## src/hw/core_regs_pkg.sv

```systemverilog
////////////////////////////////////////
// Global settings addresses and readback codes
// Settings bus is 8-bit address, 32-bit data
////////////////////////////////////////
package core_regs_pkg;

  // Settings bus geometry
  localparam int SET_ADDR_W = 8;
  localparam int SET_DATA_W = 32;

  // Global settings addresses
  localparam logic [7:0] SR_CORE_READBACK = 8'd0;
  localparam logic [7:0] SR_CORE_MISC     = 8'd4;
  localparam logic [7:0] SR_CORE_TEST     = 8'd28;

  // Readback select codes
  localparam logic [4:0] RB_CORE_MISC   = 5'd1;
  localparam logic [4:0] RB_CORE_COMPAT = 5'd2;
  localparam logic [4:0] RB_CORE_PLL    = 5'd4;
  localparam logic [4:0] RB_CORE_TEST   = 5'd24;
  localparam logic [4:0] RB_DB0_STATUS  = 5'd16;
  localparam logic [4:0] RB_DB0_SPI     = 5'd17;
  localparam logic [4:0] RB_DB1_STATUS  = 5'd20;
  localparam logic [4:0] RB_DB1_SPI     = 5'd21;

  // Compatibility number reported to host software
  localparam logic [7:0]  COMPAT_MAJOR  = 8'hFF;
  localparam logic [7:0]  COMPAT_MINOR  = 8'h00;
  localparam logic [31:0] COMPAT_WORD   = {8'hAC, 8'h00, COMPAT_MAJOR, COMPAT_MINOR};

  // Internal PPS selected out of reset
  localparam logic [31:0] MISC_AT_RESET = 32'd2;
  localparam logic [31:0] RB_DEFAULT    = 32'hDEADBEEF;

endpackage

```

## src/hw/db_ctrl_pkg.sv

```systemverilog
////////////////////////////////////////
// Daughterboard channel register map
// Offsets are added to a per-channel base
////////////////////////////////////////
package db_ctrl_pkg;

  // Channel base addresses on the settings bus
  localparam logic [7:0] DB0_BASE = 8'd160;
  localparam logic [7:0] DB1_BASE = 8'd176;

  // Register offsets within a channel
  localparam logic [1:0] DB_REG_GPIO     = 2'd0;
  localparam logic [1:0] DB_REG_FP       = 2'd1;
  localparam logic [1:0] DB_REG_SPI_DATA = 2'd2;
  localparam logic [1:0] DB_REG_SPI_CFG  = 2'd3;

  ////////////////////////////////////////
  // SPI config word layout
  ////////////////////////////////////////
  // Length of 1 to 32 in bits 5:0
  localparam int SPI_LEN_W = 6;
  // Half period minus one, starting at bit 8
  localparam int SPI_DIV_W   = 8;
  localparam int SPI_DIV_LSB = 8;

  // Zero or oversized lengths fall back to a full word
  localparam logic [SPI_LEN_W-1:0] SPI_MAX_LEN = 6'd32;

endpackage

```

## src/hw/setting_reg.sv

```systemverilog
////////////////////////////////////////
// Payload comes from the low bits of the data word
// Payload wider than the bus is zero filled above
////////////////////////////////////////
`timescale 1ns/1ps

module setting_reg #(
  parameter logic [core_regs_pkg::SET_ADDR_W-1:0] ADDR = '0,
  parameter type T = logic [core_regs_pkg::SET_DATA_W-1:0],
  parameter T AT_RESET = '0
) (
  input  logic                                  bus_clk,
  input  logic                                  bus_rst,
  input  logic                                  i_set_stb,
  input  logic [core_regs_pkg::SET_ADDR_W-1:0]  i_set_addr,
  input  logic [core_regs_pkg::SET_DATA_W-1:0]  i_set_data,
  output T                                      o_value
);
  import core_regs_pkg::*;

  // Number of data bits that land in the payload
  localparam int LOAD_W = ($bits(T) < SET_DATA_W) ? $bits(T) : SET_DATA_W;

  logic hit;

  // Each register decodes its own address
  assign hit = i_set_stb && (i_set_addr == ADDR);

  always_ff @(posedge bus_clk) begin
    if (bus_rst) begin
      o_value <= AT_RESET;
    end else if (hit) begin
      o_value <= T'(i_set_data[LOAD_W-1:0]);
    end
  end

endmodule

```

## src/hw/core_globals.sv

```systemverilog
////////////////////////////////////////
// Readback word is combinational from the select register
// PLL lock shows up two cycles after it changes
////////////////////////////////////////
`timescale 1ns/1ps

module core_globals (
  input  logic                                  bus_clk,
  input  logic                                  bus_rst,
  input  logic                                  i_set_stb,
  input  logic [core_regs_pkg::SET_ADDR_W-1:0]  i_set_addr,
  input  logic [core_regs_pkg::SET_DATA_W-1:0]  i_set_data,
  input  logic [1:0]                            i_lock_signals,
  input  logic [3:0]                            i_tcxo_status,
  input  logic [31:0]                           i_db0_status,
  input  logic [31:0]                           i_db0_spi,
  input  logic [31:0]                           i_db1_status,
  input  logic [31:0]                           i_db1_spi,
  output logic [31:0]                           o_rb_data,
  output logic [1:0]                            o_pps_select,
  output logic                                  o_mimo,
  output logic                                  o_codec_arst
);
  import core_regs_pkg::*;

  logic [4:0]  rb_sel;
  logic [31:0] misc_q;
  logic [31:0] test_q;
  logic [1:0]  lock_meta_q;
  logic [1:0]  lock_sync_q;

  ////////////////////////////////////////
  // Global settings registers
  ////////////////////////////////////////
  setting_reg #(
    .ADDR     (SR_CORE_READBACK),
    .T        (logic [4:0]),
    .AT_RESET (5'd0)
  ) sr_readback (
    .bus_clk    (bus_clk),
    .bus_rst    (bus_rst),
    .i_set_stb  (i_set_stb),
    .i_set_addr (i_set_addr),
    .i_set_data (i_set_data),
    .o_value    (rb_sel)
  );

  setting_reg #(
    .ADDR     (SR_CORE_MISC),
    .T        (logic [31:0]),
    .AT_RESET (MISC_AT_RESET)
  ) sr_misc (
    .bus_clk    (bus_clk),
    .bus_rst    (bus_rst),
    .i_set_stb  (i_set_stb),
    .i_set_addr (i_set_addr),
    .i_set_data (i_set_data),
    .o_value    (misc_q)
  );

  // Scratch word for host bus tests
  setting_reg #(
    .ADDR     (SR_CORE_TEST),
    .T        (logic [31:0]),
    .AT_RESET (32'd0)
  ) sr_test (
    .bus_clk    (bus_clk),
    .bus_rst    (bus_rst),
    .i_set_stb  (i_set_stb),
    .i_set_addr (i_set_addr),
    .i_set_data (i_set_data),
    .o_value    (test_q)
  );

  // Misc fields
  assign o_pps_select = misc_q[1:0];
  assign o_mimo       = misc_q[2];
  assign o_codec_arst = misc_q[3];

  // Two-stage lock synchronizer
  always_ff @(posedge bus_clk) begin
    if (bus_rst) begin
      lock_meta_q <= 2'b00;
      lock_sync_q <= 2'b00;
    end else begin
      lock_meta_q <= i_lock_signals;
      lock_sync_q <= lock_meta_q;
    end
  end

  ////////////////////////////////////////
  // Readback mux
  ////////////////////////////////////////
  always_comb begin
    case (rb_sel)
      RB_CORE_MISC:   o_rb_data = {26'd0, i_tcxo_status, o_pps_select};
      RB_CORE_COMPAT: o_rb_data = COMPAT_WORD;
      RB_CORE_PLL:    o_rb_data = {30'd0, lock_sync_q};
      RB_CORE_TEST:   o_rb_data = test_q;
      RB_DB0_STATUS:  o_rb_data = i_db0_status;
      RB_DB0_SPI:     o_rb_data = i_db0_spi;
      RB_DB1_STATUS:  o_rb_data = i_db1_status;
      RB_DB1_SPI:     o_rb_data = i_db1_spi;
      default:        o_rb_data = RB_DEFAULT;
    endcase
  end

  // Select register must stay defined once out of reset
  assert property (@(posedge bus_clk) disable iff (bus_rst) !$isunknown(rb_sel));

endmodule

```

## src/hw/db_channel.sv

```systemverilog
////////////////////////////////////////
// SPI mode 0, MSB first, length 1 to 32 bits
// Data writes while busy are dropped
////////////////////////////////////////
`timescale 1ns/1ps

module db_channel #(
  parameter logic [core_regs_pkg::SET_ADDR_W-1:0] BASE = db_ctrl_pkg::DB0_BASE
) (
  input  logic                                  bus_clk,
  input  logic                                  bus_rst,
  input  logic                                  i_set_stb,
  input  logic [core_regs_pkg::SET_ADDR_W-1:0]  i_set_addr,
  input  logic [core_regs_pkg::SET_DATA_W-1:0]  i_set_data,
  input  logic [5:0]                            i_fp_gpio_in,
  input  logic                                  i_spi_gnt,
  input  logic                                  i_miso,
  output logic [31:0]                           o_db_gpio,
  output logic [5:0]                            o_fp_gpio_out,
  output logic [5:0]                            o_fp_gpio_ddr,
  output logic [2:0]                            o_leds,
  output logic                                  o_spi_req,
  output logic                                  o_sen,
  output logic                                  o_sclk,
  output logic                                  o_mosi,
  output logic [31:0]                           o_status,
  output logic [31:0]                           o_spi_rdata
);
  import db_ctrl_pkg::*;

  localparam logic [7:0] SR_GPIO     = BASE + {6'd0, DB_REG_GPIO};
  localparam logic [7:0] SR_FP       = BASE + {6'd0, DB_REG_FP};
  localparam logic [7:0] SR_SPI_DATA = BASE + {6'd0, DB_REG_SPI_DATA};
  localparam logic [7:0] SR_SPI_CFG  = BASE + {6'd0, DB_REG_SPI_CFG};

  typedef enum logic [1:0] {ST_IDLE, ST_WAIT_GNT, ST_XFER} spi_state_t;

  logic [18:0]           fp_q;
  logic                  cfg_hit;
  logic                  data_hit;
  logic [SPI_LEN_W-1:0]  cfg_len_q;
  logic [SPI_DIV_W-1:0]  cfg_div_q;
  logic [SPI_LEN_W-1:0]  len_eff;
  spi_state_t            state_q;
  logic                  busy;
  logic [SPI_DIV_W-1:0]  div_q;
  logic [SPI_DIV_W-1:0]  half_cnt_q;
  logic [SPI_LEN_W-1:0]  bit_cnt_q;
  logic [31:0]           shift_q;
  logic [31:0]           rx_q;

  ////////////////////////////////////////
  // GPIO and front panel
  ////////////////////////////////////////
  setting_reg #(
    .ADDR     (SR_GPIO),
    .T        (logic [31:0]),
    .AT_RESET (32'd0)
  ) sr_gpio (
    .bus_clk    (bus_clk),
    .bus_rst    (bus_rst),
    .i_set_stb  (i_set_stb),
    .i_set_addr (i_set_addr),
    .i_set_data (i_set_data),
    .o_value    (o_db_gpio)
  );

  setting_reg #(
    .ADDR     (SR_FP),
    .T        (logic [18:0]),
    .AT_RESET (19'd0)
  ) sr_fp (
    .bus_clk    (bus_clk),
    .bus_rst    (bus_rst),
    .i_set_stb  (i_set_stb),
    .i_set_addr (i_set_addr),
    .i_set_data (i_set_data),
    .o_value    (fp_q)
  );

  assign o_fp_gpio_out = fp_q[5:0];
  assign o_fp_gpio_ddr = fp_q[13:8];
  assign o_leds        = fp_q[18:16];

  ////////////////////////////////////////
  // SPI shift engine
  ////////////////////////////////////////
  assign cfg_hit  = i_set_stb && (i_set_addr == SR_SPI_CFG);
  assign data_hit = i_set_stb && (i_set_addr == SR_SPI_DATA);
  assign len_eff  = (cfg_len_q == '0 || cfg_len_q > SPI_MAX_LEN) ? SPI_MAX_LEN : cfg_len_q;
  assign busy     = (state_q != ST_IDLE);

  always_ff @(posedge bus_clk) begin
    if (bus_rst) begin
      cfg_len_q <= SPI_MAX_LEN;
      cfg_div_q <= '0;
      state_q   <= ST_IDLE;
      o_sen     <= 1'b1;
      o_sclk    <= 1'b0;
    end else begin
      if (cfg_hit) begin
        cfg_len_q <= i_set_data[SPI_LEN_W-1:0];
        cfg_div_q <= i_set_data[SPI_DIV_LSB +: SPI_DIV_W];
      end
      case (state_q)
        ST_IDLE: begin
          if (data_hit) begin
            // First bit parked at bit 31
            shift_q   <= i_set_data << (SPI_MAX_LEN - len_eff);
            bit_cnt_q <= len_eff;
            div_q     <= cfg_div_q;
            rx_q      <= '0;
            state_q   <= ST_WAIT_GNT;
          end
        end
        ST_WAIT_GNT: begin
          if (i_spi_gnt) begin
            o_sen      <= 1'b0;
            half_cnt_q <= div_q;
            state_q    <= ST_XFER;
          end
        end
        ST_XFER: begin
          if (half_cnt_q != '0) begin
            half_cnt_q <= half_cnt_q - 1'b1;
          end else begin
            half_cnt_q <= div_q;
            if (!o_sclk) begin
              // Rising edge samples miso
              o_sclk <= 1'b1;
              rx_q   <= {rx_q[30:0], i_miso};
            end else begin
              o_sclk <= 1'b0;
              if (bit_cnt_q == 6'd1) begin
                o_sen   <= 1'b1;
                state_q <= ST_IDLE;
              end else begin
                bit_cnt_q <= bit_cnt_q - 1'b1;
                shift_q   <= shift_q << 1;
              end
            end
          end
        end
        default: state_q <= ST_IDLE;
      endcase
    end
  end

  // Line stays low whenever the channel does not own the bus
  assign o_mosi      = shift_q[31] & ~o_sen;
  assign o_spi_req   = busy;
  assign o_spi_rdata = rx_q;
  assign o_status    = {busy, 25'd0, i_fp_gpio_in};

  // Chip select only asserted under an arbiter grant
  assert property (@(posedge bus_clk) disable iff (bus_rst) !o_sen |-> i_spi_gnt);

endmodule

```

## src/hw/spi_bus_arbiter.sv

```systemverilog
////////////////////////////////////////
// Channel 0 wins a tie; a grant holds until its request drops
// A waiting channel has no timeout
////////////////////////////////////////
`timescale 1ns/1ps

module spi_bus_arbiter (
  input  logic       bus_clk,
  input  logic       bus_rst,
  input  logic [1:0] i_req,
  input  logic [1:0] i_sen,
  input  logic [1:0] i_sclk,
  input  logic [1:0] i_mosi,
  output logic [1:0] o_gnt,
  output logic       o_spi_sen,
  output logic       o_spi_sclk,
  output logic       o_spi_mosi
);

  typedef enum logic [1:0] {ARB_IDLE, ARB_CH0, ARB_CH1} arb_state_t;

  arb_state_t state_q;

  // Grant FSM hands straight over when the other channel waits
  always_ff @(posedge bus_clk) begin
    if (bus_rst) begin
      state_q <= ARB_IDLE;
    end else begin
      case (state_q)
        ARB_IDLE: begin
          if (i_req[0]) begin
            state_q <= ARB_CH0;
          end else if (i_req[1]) begin
            state_q <= ARB_CH1;
          end
        end
        ARB_CH0: if (!i_req[0]) state_q <= i_req[1] ? ARB_CH1 : ARB_IDLE;
        ARB_CH1: if (!i_req[1]) state_q <= i_req[0] ? ARB_CH0 : ARB_IDLE;
        default: state_q <= ARB_IDLE;
      endcase
    end
  end

  assign o_gnt = {state_q == ARB_CH1, state_q == ARB_CH0};

  // Shared bus merge
  assign o_spi_sen  = &i_sen;
  assign o_spi_sclk = |(i_sclk & o_gnt);
  assign o_spi_mosi = |(i_mosi & o_gnt);

  // Both channels selecting at once would corrupt the shared bus
  assert property (@(posedge bus_clk) disable iff (bus_rst) |i_sen);

endmodule

```

## src/hw/radio_ctrl_top.sv

```systemverilog
////////////////////////////////////////
// Everything runs on bus_clk
// Both channels share one SPI bus through the arbiter
////////////////////////////////////////
`timescale 1ns/1ps

module radio_ctrl_top (
  input  logic                                  bus_clk,
  input  logic                                  bus_rst,
  input  logic                                  i_set_stb,
  input  logic [core_regs_pkg::SET_ADDR_W-1:0]  i_set_addr,
  input  logic [core_regs_pkg::SET_DATA_W-1:0]  i_set_data,
  input  logic [1:0]                            i_lock_signals,
  input  logic [3:0]                            i_tcxo_status,
  input  logic [5:0]                            i_fp_gpio_in0,
  input  logic [5:0]                            i_fp_gpio_in1,
  input  logic                                  i_spi_miso,
  output logic [31:0]                           o_rb_data,
  output logic [1:0]                            o_pps_select,
  output logic                                  o_mimo,
  output logic                                  o_codec_arst,
  output logic [31:0]                           o_db_gpio0,
  output logic [31:0]                           o_db_gpio1,
  output logic [5:0]                            o_fp_gpio_out0,
  output logic [5:0]                            o_fp_gpio_ddr0,
  output logic [5:0]                            o_fp_gpio_out1,
  output logic [5:0]                            o_fp_gpio_ddr1,
  output logic [2:0]                            o_leds0,
  output logic [2:0]                            o_leds1,
  output logic                                  o_spi_sen,
  output logic                                  o_spi_sclk,
  output logic                                  o_spi_mosi
);

  logic [31:0] db0_status;
  logic [31:0] db0_spi;
  logic [31:0] db1_status;
  logic [31:0] db1_spi;
  logic [1:0]  spi_req;
  logic [1:0]  spi_gnt;
  logic [1:0]  ch_sen;
  logic [1:0]  ch_sclk;
  logic [1:0]  ch_mosi;

  core_globals u_globals (
    .bus_clk        (bus_clk),
    .bus_rst        (bus_rst),
    .i_set_stb      (i_set_stb),
    .i_set_addr     (i_set_addr),
    .i_set_data     (i_set_data),
    .i_lock_signals (i_lock_signals),
    .i_tcxo_status  (i_tcxo_status),
    .i_db0_status   (db0_status),
    .i_db0_spi      (db0_spi),
    .i_db1_status   (db1_status),
    .i_db1_spi      (db1_spi),
    .o_rb_data      (o_rb_data),
    .o_pps_select   (o_pps_select),
    .o_mimo         (o_mimo),
    .o_codec_arst   (o_codec_arst)
  );

  ////////////////////////////////////////
  // Daughterboard channels
  ////////////////////////////////////////
  db_channel #(.BASE(db_ctrl_pkg::DB0_BASE)) u_db0 (
    .bus_clk       (bus_clk),
    .bus_rst       (bus_rst),
    .i_set_stb     (i_set_stb),
    .i_set_addr    (i_set_addr),
    .i_set_data    (i_set_data),
    .i_fp_gpio_in  (i_fp_gpio_in0),
    .i_spi_gnt     (spi_gnt[0]),
    .i_miso        (i_spi_miso),
    .o_db_gpio     (o_db_gpio0),
    .o_fp_gpio_out (o_fp_gpio_out0),
    .o_fp_gpio_ddr (o_fp_gpio_ddr0),
    .o_leds        (o_leds0),
    .o_spi_req     (spi_req[0]),
    .o_sen         (ch_sen[0]),
    .o_sclk        (ch_sclk[0]),
    .o_mosi        (ch_mosi[0]),
    .o_status      (db0_status),
    .o_spi_rdata   (db0_spi)
  );

  db_channel #(.BASE(db_ctrl_pkg::DB1_BASE)) u_db1 (
    .bus_clk       (bus_clk),
    .bus_rst       (bus_rst),
    .i_set_stb     (i_set_stb),
    .i_set_addr    (i_set_addr),
    .i_set_data    (i_set_data),
    .i_fp_gpio_in  (i_fp_gpio_in1),
    .i_spi_gnt     (spi_gnt[1]),
    .i_miso        (i_spi_miso),
    .o_db_gpio     (o_db_gpio1),
    .o_fp_gpio_out (o_fp_gpio_out1),
    .o_fp_gpio_ddr (o_fp_gpio_ddr1),
    .o_leds        (o_leds1),
    .o_spi_req     (spi_req[1]),
    .o_sen         (ch_sen[1]),
    .o_sclk        (ch_sclk[1]),
    .o_mosi        (ch_mosi[1]),
    .o_status      (db1_status),
    .o_spi_rdata   (db1_spi)
  );

  // MISO fans out to both channels directly
  spi_bus_arbiter u_spi_arb (
    .bus_clk    (bus_clk),
    .bus_rst    (bus_rst),
    .i_req      (spi_req),
    .i_sen      (ch_sen),
    .i_sclk     (ch_sclk),
    .i_mosi     (ch_mosi),
    .o_gnt      (spi_gnt),
    .o_spi_sen  (o_spi_sen),
    .o_spi_sclk (o_spi_sclk),
    .o_spi_mosi (o_spi_mosi)
  );

endmodule

```

## config.mk

```make
export PLATFORM = sky130hd
export DESIGN_NAME = radio_ctrl_top
export DESIGN_NICKNAME = d
export VERILOG_FILES = /design/src/hw/core_regs_pkg.sv /design/src/hw/db_ctrl_pkg.sv /design/src/hw/setting_reg.sv /design/src/hw/core_globals.sv /design/src/hw/db_channel.sv /design/src/hw/spi_bus_arbiter.sv /design/src/hw/radio_ctrl_top.sv
export SDC_FILE = /design/constraint.sdc
export NUM_CORES = 1
export LEC_CHECK = 0
export ABC_CLOCK_PERIOD_IN_PS = 7300
export BUFFER_PORTS_ARGS = -buffer_cell sky130_fd_sc_hd__buf_4
export CAP_MARGIN = 20
export CORE_ASPECT_RATIO = 0.6
export CORE_MARGIN = 2
export CORE_UTILIZATION = 60
export CTS_CLUSTER_SIZE = 24
export DETAILED_ROUTE_END_ITERATION = 10
export GPL_TIMING_DRIVEN = 0
export PLACE_DENSITY = 0.92
export SYNTH_ARGS = -nofsm -noshare
export SYNTH_HDL_FRONTEND = slang
export SYNTH_HIERARCHICAL = 1
export SYNTH_SLANG_ARGS = --single-unit
```

## constraint.sdc

```tcl
create_clock -name bus_clk -period 7.3 [get_ports bus_clk]
set_input_delay 0.365 -clock bus_clk [delete_from_list [all_inputs] [get_ports bus_clk]]
set_output_delay 0.365 -clock bus_clk [all_outputs]
set_load 0.01 [all_outputs]
```

# Word level (Yosys, flattened, before mapping)
# Cells that the tools add are included.
[totals]
regBits = 357
inputBits = 62
word_cells = 205
[op_classes]
add_sub_neg = 6
magnitude_cmp = 2
n_eq_ne = 43
shift = 2
muxes = 68
bitwise = 9
n_reduce_logical = 45
[ops]
columns = ["cell", "n"]
rows = [
  ["$mux W32", 14],
  ["$pmux W32 S2", 4],
  ["$pmux W32 S8", 1],
  ["$eq A8 B8 Y1 const B", 8],
  ["$shl A32 B6 Y32", 2],
  ["$mux W6", 10],
  ["$mux W8", 4],
  ["$pmux W8 S2", 2],
  ["$mux W2", 15],
  ["$reduce_and A5 Y1", 6],
  ["$eq A5 B5 Y1 const B", 5],
  ["$pmux W6 S2", 2],
  ["$pmux W2 S3", 3],
  ["$ne A2 B1 Y1 const B", 8],
  ["$ne A2 B2 Y1 const B", 8],
  ["$reduce_bool A8 Y1", 2],
  ["$sub A8 B1 Y8 const B", 2],
  ["$reduce_and A3 Y1", 5],
  ["$eq A6 B1 Y1 const B", 2],
  ["$gt A6 B6 Y1 const B", 2],
  ["$logic_not A6 Y1", 2],
  ["$reduce_and A6 Y1", 2],
  ["$reduce_bool A2 Y1", 6],
  ["$sub A6 B1 Y6 const B", 2],
  ["20 further kinds", 58],
]

# Longest topological paths before layout
[depth]
word_depth = 7
mapped_depth = 14
mapped_depth_nobuf = 9

# By module
# Netlist, hierarchy kept.
[modules_own_cells]
columns = ["module", "instances", "cells_per_inst", "area_each_um2"]
rows = [
  ["db_channel (u_db0)", 1, 589, 6510.0],
  ["db_channel (u_db1)", 1, 589, 6478.7],
  ["setting_reg (u_globals.sr_test)", 1, 142, 1482.7],
  ["setting_reg (u_globals.sr_misc)", 1, 142, 1477.7],
  ["setting_reg (u_db0.sr_gpio)", 1, 141, 1468.9],
  ["setting_reg (u_db1.sr_gpio)", 1, 141, 1466.4],
  ["core_globals", 1, 208, 1455.1],
  ["setting_reg (u_db0.sr_fp)", 1, 85, 884.6],
  ["setting_reg (u_db1.sr_fp)", 1, 85, 883.3],
  ["setting_reg (u_globals.sr_readback)", 1, 23, 254.0],
  ["spi_bus_arbiter", 1, 12, 110.1],
]

# Worst setup path after synthesis
# No wires, ideal clock.
[synth_timing]
path_kind = "flip-flop to flip-flop"
start = "register u_db1.state_q[0]"
end = "register u_db1.bit_cnt_q[0], enable pin"
arrival_time_ns = 3.788
t_required_ns = 6.819
slack_ns = 3.031
stages_incl_launch_ff = 8
synth_period_minus_slack_ns = 4.269
cell_sequence = "dfxtp_1 > inv_1 > ha_1 > clkbuf_1 > buf_1 > nor2_1 > a31oi_1 > nor3_1"
[synth_via]
elab_chain_cells = 3
elab_cells_between_ends = 8
cone_classes = "5 x eq/ne; 3 x reduce/logical"
[synth_lines]
columns = ["element", "line_no", "source"]
rows = [
  ["from (decl)", "db_channel.sv:44", "spi_state_t state_q;"],
  ["from (signal assigned)", "db_channel.sv:97", "state_q <= ST_IDLE;"],
  ["from (signal assigned)", "db_channel.sv:113", "state_q <= ST_WAIT_GNT;"],
  ["from (signal assigned)", "db_channel.sv:120", "state_q <= ST_XFER;"],
  ["$eq A2 B2 Y1 or $logic_not A2 Y1 (tied branches)", "db_channel.sv:105", "case (state_q)"],
  ["$ne A2 B1 Y1 (no source line) (tied with other cells)", "-", ""],
  ["$reduce_and A6 Y1 (no source line) *", "-", ""],
  ["to (signal assigned)", "db_channel.sv:110", "bit_cnt_q <= len_eff;"],
  ["to (signal assigned)", "db_channel.sv:138", "bit_cnt_q <= bit_cnt_q - 1'b1;"],
  ["to (decl)", "db_channel.sv:48", "logic [SPI_LEN_W-1:0] bit_cnt_q;"],
]
# Every way passes the cells marked *; elsewhere a longest branch is shown, timed or not.
# A chain may end at the register's enable or synchronous reset.

# Worst setup path in the final report
[layout_timing]
start = "register u_db1.cfg_len_q[5]"
end = "register u_db1.shift_q[23] (data pin)"
[layout_via]
elab_chain_cells = 7
elab_cells_between_ends = 8
cone_classes = "1 x add/sub; 1 x order compare; 1 x shift; 3 x mux; 2 x reduce/logical"
[layout_lines]
columns = ["element", "line_no", "source"]
rows = [
  ["from (decl)", "db_channel.sv:41", "logic [SPI_LEN_W-1:0] cfg_len_q;"],
  ["from (signal assigned)", "db_channel.sv:102", "cfg_len_q <= i_set_data[SPI_LEN_W-1:0];"],
  ["$gt A6 B6 Y1 or $logic_not A6 Y1 (tied branches)", "db_channel.sv:90", "assign len_eff = (cfg_len_q == '0 || cfg_len_q > SPI_MAX_LEN) ? SPI_MAX_LEN : cfg_len_q;"],
  ["$logic_or A1 B1 Y1", "db_channel.sv:90", ""],
  ["$mux W6 *", "db_channel.sv:90", ""],
  ["$sub A6 B6 Y6 *", "db_channel.sv:109", "shift_q <= i_set_data << (SPI_MAX_LEN - len_eff);"],
  ["$shl A32 B6 Y32 *", "db_channel.sv:109", ""],
  ["$mux W32 *", "db_channel.sv:107", "if (data_hit) begin"],
  ["$pmux W32 S2 *", "db_channel.sv:105", ""],
  ["to (signal assigned)", "db_channel.sv:109", ""],
  ["to (signal assigned)", "db_channel.sv:139", "shift_q <= shift_q << 1;"],
  ["to (decl)", "db_channel.sv:49", "logic [31:0] shift_q;"],
]
# Every way passes the cells marked *; elsewhere a longest branch is shown, timed or not. The select of a mux whose other input is x is not followed.

==> results_dict.tcl <==
set metrics [dict create \
    cts_tree "yes" \
    layout-drive-gt1-share_pct 20.6 \
    fp-row-count 52 \
    htree_levels 2 \
    max_freq_mhz 233 \
    antenna_found_initial 0 \
    crit_path_end_kind "register" \
    dieArea_mm2 0.0364 \
    clk_path_buf_depth 3 \
    viasPerCell 6.44 \
    antenna_left 0 \
    worstPathArrival_ns 4.56 \
    dp_hpwl_um 52700 \
    grt_pass1_wl_um 106000 \
    drv_slew 0 \
    cts-root-buf "clkbuf_16" \
    clkLatencyLatePin_ns 0.54 \
    crit_type "register to register" \
    nets 2369 \
    die_h_um 149 \
    post-route-drc-count 0 \
    cts_resized 0 \
    drt_iter0_drc 2567 \
    reg2reg_setup_slack_ns 3.02 \
    syn_area_mm2 0.0209 \
    worstPathRequired_ns 7.57 \
    avgSynthCellArea_um2 10.4 \
    maxSlewHeadroom_pct 23.1 \
    setup_violations 0 \
    wl_um 72000 \
    gp_congestion 1.04 \
    area_growth_syn_to_layout_pct 16.5 \
    leakagePower_nw 9.57 \
    post_drt_wl_per_cell_um 25.9 \
    skew_ns 0.0192 \
    grt_use_total_pct 38.8 \
    holdBufCountCts 0 \
    synth_warnings 6 \
    final_cells 2775 \
    worstSetupStartpointType "register" \
    status "completed" \
    power_density_mw_per_mm2 179 \
    first_pass_iters 7 \
    critPathMaxFanout 10 \
    n_fill_cell 2406 \
    fin_crit_ns 4.28 \
    max-vdd-ir-drop_v 0.000219 \
    hold_class "input pin to register" \
    cts_sinks 349 \
    rsz0062_at_grt "false" \
    start_util_pct 61.4 \
    hold_viol 0 \
    coreArea_mm2 0.0340 \
    num_vias 17875 \
    post_cts_buffers 0 \
    fin_crit_sh_pct 58.7 \
    grt_pass1_vias 17121 \
    dp_cells 2711 \
    chipWidth_um 245 \
    grt_overflow 0 \
    setup_tns_ns 0 \
    synth_cells 2008 \
    path_clk_slew_ns 0.07 \
    numCtsBuffers 34 \
    port_buffers 182 \
    tightestPinTransition_ns 1.15 \
    io_pins 195 \
    max-cap-violations 0 \
    grt_max_degree 32 \
]
[placed cells by master (no fill, tap or decap), drive strengths merged, types with 24 or more instances in the layout]
cell      n
inv      32
edfxtp  172
nand2   150
clkbuf  117
nor3     27
o21ai    55
a22oi    38
mux2i   283
and2     69
a21oi    46
nand2b  275
dfxtp   177
conb     50
nand3    36
mux2     24
nor2     87
buf     335
mux4     36
[final timing paths]
kind,startpoint,end,cells past startpoint
worst min-delay path,i_lock_signals[0],u_globals/lock_meta_q[0]$_SDFF_PP0_,2
worst max-delay path,u_db1/cfg_len_q[5]$_SDFFE_PP1P_,u_db1/shift_q[23]$_DFFE_PP_,13
worst min register to register,u_db1/cfg_div_q[7]$_SDFFE_PP0P_,u_db1/div_q[7]$_DFFE_PP_,0
worst max register to register,u_db1/cfg_len_q[5]$_SDFFE_PP1P_,u_db1/shift_q[23]$_DFFE_PP_,13
[sequential cells by signal (all words and copies together), names as in the netlist, 8 cells and up]
signal and count:
u_db0/shift_q 32, u_db0/cfg_div_q 8, u_db0/div_q 8, u_db1/sr_gpio/o_value 32, u_db0/half_cnt_q 8, u_db0/sr_fp/o_value 15
u_globals/sr_test/o_value 32, u_db1/cfg_div_q 8, u_db1/shift_q 32, u_db1/sr_fp/o_value 15, u_db0/o_spi_rdata 32, u_db1/o_spi_rdata 32
u_db1/div_q 8, u_db0/sr_gpio/o_value 32, u_db1/half_cnt_q 8
[per-layer routing]
metal	wire length [µm]	track usage (%)	up-vias
li1	-	-	7702
met1	30200	55.8	8747
met2	28900	53.7	1284
met3	11500	17.0	142
met4	1430	8.08	0
met5	0	0.401	-
[power by group]
| group | total [mW] | switching [mW] | internal [mW] |
|---|---|---|---|
| Clock | 1.83 | 0.791 | 1.03 |
| Combinational | 0.422 | 0.256 | 0.166 |
| Sequential | 2.10 | 0.0155 | 2.08 |
| Total | 4.35 | 1.06 | 3.28 |
[critical path: stages, from the launching register on]
cell      delay [ns]
dfxtp_1         0.39
and2b_2         0.26
buf_12          0.15
inv_8           0.11
buf_8           0.16
buf_2           0.30
ha_1            0.19
buf_2           0.20
or3b_1          0.39
a221oi_1        0.73
nor2_1          0.43
nand2_1         0.20
o22ai_1         0.08
a211oi_1        0.41
[final cells by class]
| type | instances | area (µm²) | share of cell area [%] |
|---|---|---|---|
| Sequential cell | 349 | 8710 | 35.8 |
| Multi-Input combinational cell | 1470 | 10900 | 44.7 |
| Timing Repair Buffer | 197 | 1520 | 6.25 |
| Antenna cell | 1 | 2.50 | 0.0103 |
| Tap cell | 459 | 574 | 2.36 |
| Clock inverter | 15 | 184 | 0.756 |
| Buffer | 208 | 1380 | 5.68 |
| Clock buffer | 47 | 953 | 3.92 |
| Inverter | 29 | 124 | 0.509 |
[metrics by stage]
stage / area, µm² / util, % / hold WS [ns] / worst slack [ns] / power [mW]
floorplan: 21100 / - / 0.408 / 3.03 / 2.36
CTS: 24300 / 71.5 / 0.0382 / 3.19 / 4.34
finish: 24300 / 71.5 / 0.0457 / 3.02 / 4.35
global route: 24300 / 71.5 / 0.0407 / 2.96 / 4.46
global placement: 23000 / 67.6 / 0.412 / 0.977 / 2.52
detailed placement: 23200 / 68.1 / 0.417 / 3.21 / 2.54
Power figures use the tool's default switching activity.
